`src/design/cfg_pkg.sv`:
```
// --------------------------------------
// shared widths, register map, ring sizes
// and lane structs for the DMA config block
// referenced by scoped names from every module
// --------------------------------------

package cfg_pkg;

   // --------------------------------------
   // address and lane widths
   // --------------------------------------
   localparam int MEM_ADDR_BITS = 12;
   localparam int CFG_ADDR_BITS = 9;
   // word index is addr[CFG_ADDR_BITS-1:3]
   localparam int CFG_IDX_BITS  = 6;
   localparam int DATA_BITS     = 32;
   localparam int MASK_BITS     = 4;

   // --------------------------------------
   // register map
   // --------------------------------------
   localparam int N_REG64 = 15;

   // slot i answers at word index REG_IDX[i]
   localparam logic [CFG_IDX_BITS-1:0] REG_IDX [0:N_REG64-1] = '{
      6'd1,  6'd5,  6'd7,  6'd9,  6'd13,
      6'd15, 6'd16, 6'd17, 6'd18, 6'd19,
      6'd41, 6'd42, 6'd43, 6'd45, 6'd46
   };

   // single-bit flags, lo lane only
   localparam logic [CFG_IDX_BITS-1:0] IDX_TX_INT_EN  = 6'd25;
   localparam logic [CFG_IDX_BITS-1:0] IDX_RX_INT_EN  = 6'd26;
   localparam logic [CFG_IDX_BITS-1:0] IDX_SOFT_RESET = 6'd30;
   localparam logic [CFG_IDX_BITS-1:0] IDX_PKT_READY  = 6'd44;

   // ring sizes in 64 byte units
   localparam int MEM_N_TX_DSC = 4;
   localparam int MEM_N_TX_PKT = 8;
   localparam int MEM_N_TX_DNE = 4;
   localparam int MEM_N_RX_DSC = 4;
   localparam int MEM_N_RX_PKT = 8;
   localparam int MEM_N_RX_DNE = 4;

   // ring masks cover the whole ring, host pointers start at zero
   localparam logic [63:0] REG_RESET [0:N_REG64-1] = '{
      64'(MEM_N_TX_DSC * 64 - 1),
      64'(MEM_N_TX_PKT * 64 - 1),
      64'(MEM_N_TX_DNE * 64 - 1),
      64'(MEM_N_RX_DSC * 64 - 1),
      64'(MEM_N_RX_PKT * 64 - 1),
      64'(MEM_N_RX_DNE * 64 - 1),
      64'd0, 64'd0, 64'd0, 64'd0,
      64'd0, 64'd0, 64'd0, 64'd0, 64'd0
   };

   // --------------------------------------
   // lane and output structs
   // --------------------------------------
   typedef struct packed {
      logic                     en;
      logic [MEM_ADDR_BITS-1:0] addr;
      logic [DATA_BITS-1:0]     data;
      logic [MASK_BITS-1:0]     mask;
   } cfg_wr_lane_t;

   typedef struct packed {
      logic                     en;
      logic [MEM_ADDR_BITS-1:0] addr;
   } cfg_rd_lane_t;

   typedef struct packed {
      logic tx_int_enable;
      logic rx_int_enable;
      logic soft_reset;
      logic host_rx_pkt_ready;
   } cfg_flags_t;

   // field order follows REG_IDX
   typedef struct packed {
      logic [63:0] tx_dsc_mask;
      logic [63:0] tx_pkt_mask;
      logic [63:0] tx_dne_mask;
      logic [63:0] rx_dsc_mask;
      logic [63:0] rx_pkt_mask;
      logic [63:0] rx_dne_mask;
      logic [63:0] host_tx_dne_offset;
      logic [63:0] host_tx_dne_mask;
      logic [63:0] host_rx_dne_offset;
      logic [63:0] host_rx_dne_mask;
      logic [63:0] host_rx_pkt_offset;
      logic [63:0] host_rx_pkt_mask;
      logic [63:0] host_rx_pkt_head;
      logic [63:0] host_rx_dne_head;
      logic [63:0] mem_rx_pkt_head;
   } ring_cfg_t;

endpackage
```
`src/design/dma_cfg_top.sv`:
```
// --------------------------------------
// host config register block of the DMA
// engine, all on pcie_clk
// writes and reads complete in one cycle
// --------------------------------------
`timescale 1ns/100ps

module dma_cfg_top (
   input  logic                          pcie_clk,
   input  logic                          rst,
   input  logic                          wr_mem_valid,
   input  logic                          rd_mem_valid,
   input  cfg_pkg::cfg_wr_lane_t         wr_lo,
   input  cfg_pkg::cfg_wr_lane_t         wr_hi,
   input  cfg_pkg::cfg_rd_lane_t         rd_lo,
   input  cfg_pkg::cfg_rd_lane_t         rd_hi,
   output logic [cfg_pkg::DATA_BITS-1:0] rd_data_lo,
   output logic [cfg_pkg::DATA_BITS-1:0] rd_data_hi,
   output cfg_pkg::ring_cfg_t            ring_cfg,
   output cfg_pkg::cfg_flags_t           flags
);

   logic [cfg_pkg::N_REG64-1:0] sel_lo;
   logic [cfg_pkg::N_REG64-1:0] sel_hi;
   logic [63:0]                 reg_value [cfg_pkg::N_REG64];

   cfg_write_ctrl u_write_ctrl (
      .pcie_clk     (pcie_clk),
      .rst          (rst),
      .wr_mem_valid (wr_mem_valid),
      .wr_lo        (wr_lo),
      .wr_hi        (wr_hi),
      .sel_lo       (sel_lo),
      .sel_hi       (sel_hi),
      .flags        (flags)
   );

   // --------------------------------------
   // 64-bit register array
   // --------------------------------------
   for (genvar i = 0; i < cfg_pkg::N_REG64; i++) begin : g_reg
      cfg_reg64 #(
         .RESET_VALUE (cfg_pkg::REG_RESET[i])
      ) u_reg (
         .pcie_clk (pcie_clk),
         .rst      (rst),
         .sel_lo   (sel_lo[i]),
         .sel_hi   (sel_hi[i]),
         .wr_lo    (wr_lo),
         .wr_hi    (wr_hi),
         .value    (reg_value[i])
      );
   end

   cfg_read_mux u_read_mux (
      .pcie_clk     (pcie_clk),
      .rst          (rst),
      .rd_mem_valid (rd_mem_valid),
      .rd_lo        (rd_lo),
      .rd_hi        (rd_hi),
      .regs         (reg_value),
      .flags        (flags),
      .rd_data_lo   (rd_data_lo),
      .rd_data_hi   (rd_data_hi)
   );

   // slot order matches REG_IDX
   assign ring_cfg.tx_dsc_mask        = reg_value[0];
   assign ring_cfg.tx_pkt_mask        = reg_value[1];
   assign ring_cfg.tx_dne_mask        = reg_value[2];
   assign ring_cfg.rx_dsc_mask        = reg_value[3];
   assign ring_cfg.rx_pkt_mask        = reg_value[4];
   assign ring_cfg.rx_dne_mask        = reg_value[5];
   assign ring_cfg.host_tx_dne_offset = reg_value[6];
   assign ring_cfg.host_tx_dne_mask   = reg_value[7];
   assign ring_cfg.host_rx_dne_offset = reg_value[8];
   assign ring_cfg.host_rx_dne_mask   = reg_value[9];
   assign ring_cfg.host_rx_pkt_offset = reg_value[10];
   assign ring_cfg.host_rx_pkt_mask   = reg_value[11];
   assign ring_cfg.host_rx_pkt_head   = reg_value[12];
   assign ring_cfg.host_rx_dne_head   = reg_value[13];
   assign ring_cfg.mem_rx_pkt_head    = reg_value[14];

endmodule

```
`src/design/cfg_read_mux.sv`:
```
// --------------------------------------
// registered read data for the lo and hi
// read lanes, one cycle after the request
// output holds while a lane is idle
// --------------------------------------
`timescale 1ns/100ps

module cfg_read_mux (
   input  logic                          pcie_clk,
   input  logic                          rst,
   input  logic                          rd_mem_valid,
   input  cfg_pkg::cfg_rd_lane_t         rd_lo,
   input  cfg_pkg::cfg_rd_lane_t         rd_hi,
   input  logic [63:0]                   regs [cfg_pkg::N_REG64],
   input  cfg_pkg::cfg_flags_t           flags,
   output logic [cfg_pkg::DATA_BITS-1:0] rd_data_lo,
   output logic [cfg_pkg::DATA_BITS-1:0] rd_data_hi
);

   logic [cfg_pkg::CFG_IDX_BITS-1:0] idx_lo;
   logic [cfg_pkg::CFG_IDX_BITS-1:0] idx_hi;
   logic [cfg_pkg::DATA_BITS-1:0]    lo_next;
   logic [cfg_pkg::DATA_BITS-1:0]    hi_next;

   assign idx_lo = rd_lo.addr[cfg_pkg::CFG_ADDR_BITS-1:3];
   assign idx_hi = rd_hi.addr[cfg_pkg::CFG_ADDR_BITS-1:3];

   // --------------------------------------
   // selection
   // --------------------------------------
   // unmapped indices fall through as zero
   always_comb begin
      lo_next = '0;
      hi_next = '0;
      for (int i = 0; i < cfg_pkg::N_REG64; i++) begin
         if (idx_lo == cfg_pkg::REG_IDX[i]) begin
            lo_next = regs[i][cfg_pkg::DATA_BITS-1:0];
         end
         if (idx_hi == cfg_pkg::REG_IDX[i]) begin
            hi_next = regs[i][63:cfg_pkg::DATA_BITS];
         end
      end
      // flags read on the lo lane only, bit 0
      case (idx_lo)
         cfg_pkg::IDX_TX_INT_EN:  lo_next = {31'd0, flags.tx_int_enable};
         cfg_pkg::IDX_RX_INT_EN:  lo_next = {31'd0, flags.rx_int_enable};
         cfg_pkg::IDX_SOFT_RESET: lo_next = {31'd0, flags.soft_reset};
         cfg_pkg::IDX_PKT_READY:  lo_next = {31'd0, flags.host_rx_pkt_ready};
         default: ;
      endcase
   end

   // --------------------------------------
   // output registers
   // --------------------------------------
   always_ff @(posedge pcie_clk) begin
      if (rst) begin
         rd_data_lo <= '0;
         rd_data_hi <= '0;
      end else begin
         if (rd_mem_valid && rd_lo.en) begin
            rd_data_lo <= lo_next;
         end
         if (rd_mem_valid && rd_hi.en) begin
            rd_data_hi <= hi_next;
         end
      end
   end

endmodule

```
`src/design/cfg_reg64.sv`:
```
// --------------------------------------
// one 64-bit config register
// lo lane writes bytes 0-3, hi lane bytes 4-7
// --------------------------------------
`timescale 1ns/100ps

module cfg_reg64 #(
   parameter logic [63:0] RESET_VALUE = 64'd0
) (
   input  logic                  pcie_clk,
   input  logic                  rst,
   input  logic                  sel_lo,
   input  logic                  sel_hi,
   input  cfg_pkg::cfg_wr_lane_t wr_lo,
   input  cfg_pkg::cfg_wr_lane_t wr_hi,
   output logic [63:0]           value
);

   // byte lanes update independently, so a partial
   // write from either side leaves the rest alone
   always_ff @(posedge pcie_clk) begin
      if (rst) begin
         value <= RESET_VALUE;
      end else begin
         for (int b = 0; b < cfg_pkg::MASK_BITS; b++) begin
            if (sel_lo && wr_lo.mask[b]) begin
               value[b*8 +: 8] <= wr_lo.data[b*8 +: 8];
            end
            // upper word sits one lane width above
            if (sel_hi && wr_hi.mask[b]) begin
               value[cfg_pkg::DATA_BITS + b*8 +: 8] <= wr_hi.data[b*8 +: 8];
            end
         end
      end
   end

endmodule

```
`src/design/cfg_write_ctrl.sv`:
```
// --------------------------------------
// write decoder for the host config lanes
// turns each lane into a one-hot register
// strobe and holds the four flag bits
// --------------------------------------
`timescale 1ns/100ps

module cfg_write_ctrl (
   input  logic                         pcie_clk,
   input  logic                         rst,
   input  logic                         wr_mem_valid,
   input  cfg_pkg::cfg_wr_lane_t        wr_lo,
   input  cfg_pkg::cfg_wr_lane_t        wr_hi,
   output logic [cfg_pkg::N_REG64-1:0]  sel_lo,
   output logic [cfg_pkg::N_REG64-1:0]  sel_hi,
   output cfg_pkg::cfg_flags_t          flags
);

   logic [cfg_pkg::CFG_IDX_BITS-1:0] idx_lo;
   logic [cfg_pkg::CFG_IDX_BITS-1:0] idx_hi;
   logic                             wr_lo_go;
   logic                             wr_hi_go;
   logic                             flag_wr;

   assign idx_lo = wr_lo.addr[cfg_pkg::CFG_ADDR_BITS-1:3];
   assign idx_hi = wr_hi.addr[cfg_pkg::CFG_ADDR_BITS-1:3];

   assign wr_lo_go = wr_mem_valid && wr_lo.en;
   assign wr_hi_go = wr_mem_valid && wr_hi.en;

   // --------------------------------------
   // register strobes
   // --------------------------------------
   // at most one bit per lane, unmapped indices give none
   always_comb begin
      for (int i = 0; i < cfg_pkg::N_REG64; i++) begin
         sel_lo[i] = wr_lo_go && (idx_lo == cfg_pkg::REG_IDX[i]);
         sel_hi[i] = wr_hi_go && (idx_hi == cfg_pkg::REG_IDX[i]);
      end
   end

   // --------------------------------------
   // flag bits
   // --------------------------------------
   // flags only take the lo lane, gated by byte 0
   assign flag_wr = wr_lo_go && wr_lo.mask[0];

   always_ff @(posedge pcie_clk) begin
      if (rst) begin
         // interrupts come up enabled
         flags.tx_int_enable     <= 1'b1;
         flags.rx_int_enable     <= 1'b1;
         flags.soft_reset        <= 1'b0;
         flags.host_rx_pkt_ready <= 1'b0;
      end else if (flag_wr) begin
         case (idx_lo)
            cfg_pkg::IDX_TX_INT_EN:  flags.tx_int_enable     <= wr_lo.data[0];
            cfg_pkg::IDX_RX_INT_EN:  flags.rx_int_enable     <= wr_lo.data[0];
            cfg_pkg::IDX_SOFT_RESET: flags.soft_reset        <= wr_lo.data[0];
            cfg_pkg::IDX_PKT_READY:  flags.host_rx_pkt_ready <= wr_lo.data[0];
            default: ;
         endcase
      end
   end

endmodule

```
`config.mk`:
```
export PLATFORM = sky130hd
export DESIGN_NAME = dma_cfg_top
export DESIGN_NICKNAME = d
export VERILOG_FILES = /design/src/design/cfg_pkg.sv /design/src/design/dma_cfg_top.sv /design/src/design/cfg_read_mux.sv /design/src/design/cfg_reg64.sv /design/src/design/cfg_write_ctrl.sv
export SDC_FILE = /design/constraint.sdc
export NUM_CORES = 2
export LEC_CHECK = 0
export ABC_CLOCK_PERIOD_IN_PS = 3600
export BUFFER_PORTS_ARGS = -buffer_cell sky130_fd_sc_hd__buf_2
export CORE_AREA = 8 8 450 452
export CTS_BUF_LIST = sky130_fd_sc_hd__clkbuf_16
export DETAILED_ROUTE_END_ITERATION = 10
export DIE_AREA = 0 0 458 460
export MAX_ROUTING_LAYER = met4
export PLACE_DENSITY_LB_ADDON = 0.15
export SETUP_SLACK_MARGIN = 0.15
export SYNTH_ARGS = -nofsm -noshare
export SYNTH_HDL_FRONTEND = slang
export SYNTH_HIERARCHICAL = 1
export SYNTH_SLANG_ARGS = --single-unit
```
`constraint.sdc`:
```
create_clock -name pcie_clk -period 3.6 [get_ports pcie_clk]
set_input_delay 0.72 -clock pcie_clk [delete_from_list [all_inputs] [get_ports pcie_clk]]
set_output_delay 0.72 -clock pcie_clk [all_outputs]
set_load 0.01 [all_outputs]
```
# Yosys cells after proc, flatten, opt, wreduce, memory -nomap -nowiden
# Cells that the tools add are included.
# word_totals
out_inout_bits	1028
in_bits	128
regBits	1028
elab_cells	384
# op_classes
n_mux	31
n_reduce_logical	159
n_eq_ne	68
# ops
cell	n
32-bit two-way mux	30
1-bit logical AND	155
6-bit by 5-bit equality test with 1-bit output, second input constant	22
6-bit equality test, second input constant	22
32-bit case mux with 4 select lines	1
6-bit by 4-bit equality test with 1-bit output, second input constant	12
6-bit by 3-bit equality test with 1-bit output, second input constant	8
6-bit by 1-bit equality test with 1-bit output, second input constant	4
2-bit AND reduction	4

# Longest topological paths before layout
# logic_depth
ltp_word	17
depth_mapped	10
ltp_nobuf	6

# Modules after synthesis
# The synthesis kept the hierarchy.
# modules_own_cells
mod	seq_area_each_um2	cells_per_inst	area_each_um2	instances
cfg_reg64 at g_reg[10].u_reg ...	1281.2	293	2945.3	9
cfg_reg64 at g_reg[0].u_reg ...	1281.2	283	2803.9	4
cfg_read_mux	1281.2	1475	9973.3	1
cfg_reg64 at g_reg[1].u_reg ...	1281.2	283	2812.7	2
cfg_write_ctrl	80.1	81	550.5	1

# Worst setup path after synthesis
# No wires, ideal clock.
# synth_path
path_kind	input to register
from	input rd_hi[4] (netlist bit)
to	register u_read_mux/rd_data_hi[28] (netlist bit)
t_arrival_ps	2450
setup_time_ps	86
n_path_buf	2
t_required_ps	3514
slack_ps	1065
stages	8
path_cell_list	buf_6 > or4b_1 > buf_2 > nor3_4 > a222oi_1 > a2111oi_2 > o221ai_1 > a211oi_1
# synth_between
elab_chain_cells	16
word_cells_on_any_way	30
classes_between	15 x eq/ne; 15 x mux
# synth_rtl
element	line_no	text
from (decl)	dma_cfg_top.sv:16	input cfg_pkg::cfg_rd_lane_t rd_hi,
6-bit by 1-bit equality test with 1-bit output	cfg_read_mux.sv:39	if (idx_hi == cfg_pkg::REG_IDX[i]) begin
32-bit two-way mux (14 in a row)	cfg_read_mux.sv:39	
32-bit two-way mux *	cfg_read_mux.sv:39	
to (signal assigned)	cfg_read_mux.sv:65	rd_data_hi <= hi_next;
to (decl)	cfg_read_mux.sv:17	output logic [cfg_pkg::DATA_BITS-1:0] rd_data_hi
# Mark *: on every way between the ends. The rest lies on a longest branch, timed or not.
# A chain may end at the register's enable or synchronous reset.

# Worst setup path after layout
# layout_path
from	input rd_hi[4] (netlist bit)
to	register u_read_mux/rd_data_hi[20] (netlist bit)
# The elaborated chain is that of the path after synthesis.

==> PnR_summary.wiki <==
{| class="wikitable"
! Metric !! Value
|-
| Number of buffers added on ports || 1131
|-
| Die Y-Extent || 460 um
|-
| Post-CTS Hold Buffers || 0
|-
| FMAX || between 300 and 400 MHz
|-
| Fill cells || 20700
|-
| Biggest fanout along the worst timing path || 44
|-
| Critical path start-end classification || primary input to flip-flop
|-
| Final setup margin || 0.548 ns
|-
| Number of buffers between clock root and the deepest sink || 3
|-
| Slowest stage cell, crit path || a21oi_1
|-
| Iteration-0 DRC Markers || 5308
|-
| Yosys reg bits || 1028
|-
| Post-route fraction of the period consumed by the critical path || 84.8%
|-
| Nets || 6968
|-
| M1 WL || between 100 and 150 mm
|-
| Critical path, cell by cell || buf_2 -> buf_12 -> nand2b_1 -> o22ai_2 -> buf_4 -> a21oi_1 -> nand3_1 -> a21oi_1 -> o22ai_1
|-
| Starting density of the core || 27.5%
|-
| Number of detailed-routing iterations run before antenna repair || 9
|-
| Peak supply drop || between 0.3 and 0.4 mV
|-
| Met2 layer wire length in the routed design || between 150 and 200 mm
|-
| Max cap viols || 0
|-
| Synthesis-to-finish area growth || 21.7%
|-
| Largest net degree at the start of global routing || 157
|-
| Most common flop cell mapped by yosys || dfxtp_1
|-
| Cell area after layout || 65600 sq um
|-
| Hold Path Class || primary input to flip-flop
|-
| Highest layer used for signal routing || met4
|-
| Power per Cell Area || 402 nW/um^2
|-
| Clock-pin slew of the registers on the worst-case setup and hold paths || 0.05 ns
|-
| Antenna Violating Nets Remaining || 0
|-
| Max transition margin || 22.0%
|-
| Routability Congestion || slightly above 0.9
|-
| Core Area || 196000 sq um
|-
| Total design power || 26.4 mW
|-
| Leak || roughly 26 nW
|-
| Crit start category || primary input
|-
| Sequential share of the synthesized area || 38.2%
|-
| Average wire per cell in the routed design || 33.8 um
|-
| Global Route Usage Sum || 29.5%
|-
| Crit path time final || between 3 and 4 ns
|-
| Unrepaired setup endpoints after global routing || false
|-
| Net count after synthesis || approximately 6000
|-
| Total count of max-transition violations in the final report || 0
|-
| Routed length on met3 || 25.3 mm
|-
| Total number of clock tree sinks || ~1000
|-
| Hold violation count in the final report || 0
|-
| Number of antenna violations at the first check in global routing || 13
|-
| Number of global-route vias before repair || around 50000
|-
| Multi-input combinational cell area || 28400 sq um
|-
| Critical Path End Type || flip-flop
|-
| CTS H-Tree Depth || 4
|-
| Synthesized instance count || 5891
|-
| Cts repair resizes || 0
|-
| Transition time at the pin with the least slew margin || 1.17 ns
|-
| CP arrival || 3.69 ns
|-
| Worst-case setup slack after placement || -0.202 ns
|-
| Critical Path Most Common Cell || a21oi_1
|-
| Final HPWL DP || 244 mm
|-
| Number of buffers created by CTS || 136
|-
| Required time of the worst setup path || about 4.2 ns
|-
| Post-Syn Area per Cell || 9.14 sq um
|-
| Number of post-CTS setup repair buffers || 0
|-
| Global-route congestion overflow total || 0
|-
| Final Skew || 0.0319 ns
|-
| Final worst hold slack || between 0.2 and 0.3 ns
|-
| Post-synth EDFFs || 0
|-
| Root cell of the clock tree || clkbuf_16
|-
| Detail-routed via count per cell || 5.68
|-
| Die Footprint || roughly 210000 sq um
|-
| Status || finished clean
|-
| Top-level I/O count || 1156
|-
| Post-DP Area || 61400 sq um
|-
| Largest incremental delay on the critical path || 0.71 ns
|-
| First-pass GRT wire length || 435 mm
|-
| Async set or reset register ratio after synthesis || 0%
|-
| Final Routed Wirelength || 322 mm
|-
| Drc violations || 0
|-
| Layout cells sized above 1 || 30.5%
|-
| Synthesis warning total || 6
|-
| Combined area of all synthesized cells || 53900 sq um
|-
| Number of rows in the core area || between 150 and 200
|-
| Setup violation total in the final timing report || 0
|-
| Overall die width || ~460 um
|-
| Sequential cell area || 20600 sq um
|-
| Number of library cell types mapped by synthesis || 84
|-
| Via count || between 50000 and 60000
|-
| Worst-skew pair later-pin latency || 0.81 ns
|-
| CTS tree || yes
|}
[critical path: cells and delay by family]
kind,cells,cell delay [ns]
AOI/OAI and AO/OA,4,1.42
buffers and inverters,3,0.79
and+or+nand+nor,2,0.72
[layer usage]
layer | GRT usage (%) | up-vias
met5 | - | -
met4 | 15.9 | 0
met3 | 8.43 | 543
met2 | 52.4 | 2218
met1 | 29.2 | 27300
li1 | - | 23900
[path summary, 6_finish.rpt]
path                                          start                                endpoint  cells past startpoint  slack [ns]
max                                        rd_hi[4]  u_read_mux/rd_data_hi[20]$_SDFFE_PP0P_                      9        0.55
min                                             rst  g_reg[12].u_reg/value[60]$_SDFFE_PP0P_                      2        0.27
max reg2reg   g_reg[1].u_reg/value[25]$_SDFFE_PP0P_  u_read_mux/rd_data_lo[25]$_SDFFE_PP0P_                      6        1.12
min reg2reg  u_read_mux/rd_data_hi[30]$_SDFFE_PP0P_  u_read_mux/rd_data_hi[30]$_SDFFE_PP0P_                      2        0.44
[area by class of cell]
class | instances | area share, %
antenna | 14 | 0.0534
clock buffer | 140 | 5.34
clock inverter | 96 | 0.904
inverter | 10 | 0.0572
multi-input combinational | 4156 | 43.3
sequential | 1028 | 31.4
tap | 2557 | 4.88
timing repair buffer | 1508 | 14.1
[cells in the mapped netlist, types with 14 or more instances]
cell / n / area (sq um)
dfxtp_1: 1028 / 20600
nand3_1: 968 / 4840
a21oi_1: 881 / 4410
a21bo_1: 727 / 7280
buf_6: 285 / 3210
buf_2: 222 / 1110
a21bo_2: 183 / 1830
a21oi_2: 159 / 1390
nor2_1: 146 / 548
nand2_1: 141 / 529
a22oi_1: 132 / 991
clkbuf_1: 120 / 450
o22ai_1: 85 / 532
o21ai_0: 65 / 325
a221oi_1: 64 / 561
and3_1: 64 / 400
a211o_1: 50 / 438
nor3_1: 47 / 235
buf_4: 30 / 225
a222oi_1: 29 / 290
a211oi_1: 28 / 210
nand2b_1: 27 / 169
o211ai_1: 26 / 195
mux2i_1: 24 / 240
o221ai_1: 22 / 193
clkbuf_2: 21 / 105
a22o_1: 20 / 175
buf_1: 19 / 71.3
nand4_1: 17 / 106
or3_1: 17 / 106
o21ai_1: 16 / 80.1
nor4_1: 15 / 93.8
a31oi_1: 14 / 87.6
a32oi_1: 14 / 123
[state kept, by name (all words and copies together), names as in the netlist]
| name | cells |
|---|---|
| u_read_mux/rd_data_lo | 32 |
| u_read_mux/rd_data_hi | 32 |
| g.u_reg/value | 960 |
| u_write_ctrl/flags | 4 |
[through the flow]
stage | TNS [ns] | std cells | util [%]
final | 0 | 9509 | 33.5
after global routing | 0 | 9507 | 33.5
after CTS | 0 | 9495 | 33.5
after detailed placement | -0.228 | 9259 | 31.4
after global placement | -0.202 | 9259 | 31.4
after floorplan | 0 | 5891 | -
[layout by cell type, fill, tap and decap left out, types with 132 or more instances in the layout]
| master | count |
|---|---|
| a21bo_2 | 183 |
| clkbuf_16 | 140 |
| a22oi_1 | 132 |
| buf_4 | 323 |
| a21oi_2 | 160 |
| nand3_1 | 967 |
| nand2_1 | 141 |
| dfxtp_1 | 1028 |
| a21oi_1 | 880 |
| a21bo_1 | 727 |
| buf_2 | 1122 |
[kinds of logic after synthesis]
| group | after synthesis | synth area share, % |
|---|---|---|
| AOI/OAI and AO/OA | 2592 | 36.8 |
| xor gates and xnor gates | 1 | 0.0163 |
| buffers and inverters | 707 | 9.67 |
| DFF | 1028 | 38.2 |
| muxes | 44 | 1.03 |
| and+or+nand+nor | 1519 | 14.3 |
[where the power goes]
part	total (mW)	leakage [nW]	internal, mW	switching, mW
logic	1.91	15.8	0.399	1.51
registers	11.4	8.28	11.4	0.0308
clock network	13.0	2.14	7.36	5.68
No activity file was read; power rests on OpenSTA's default activity.
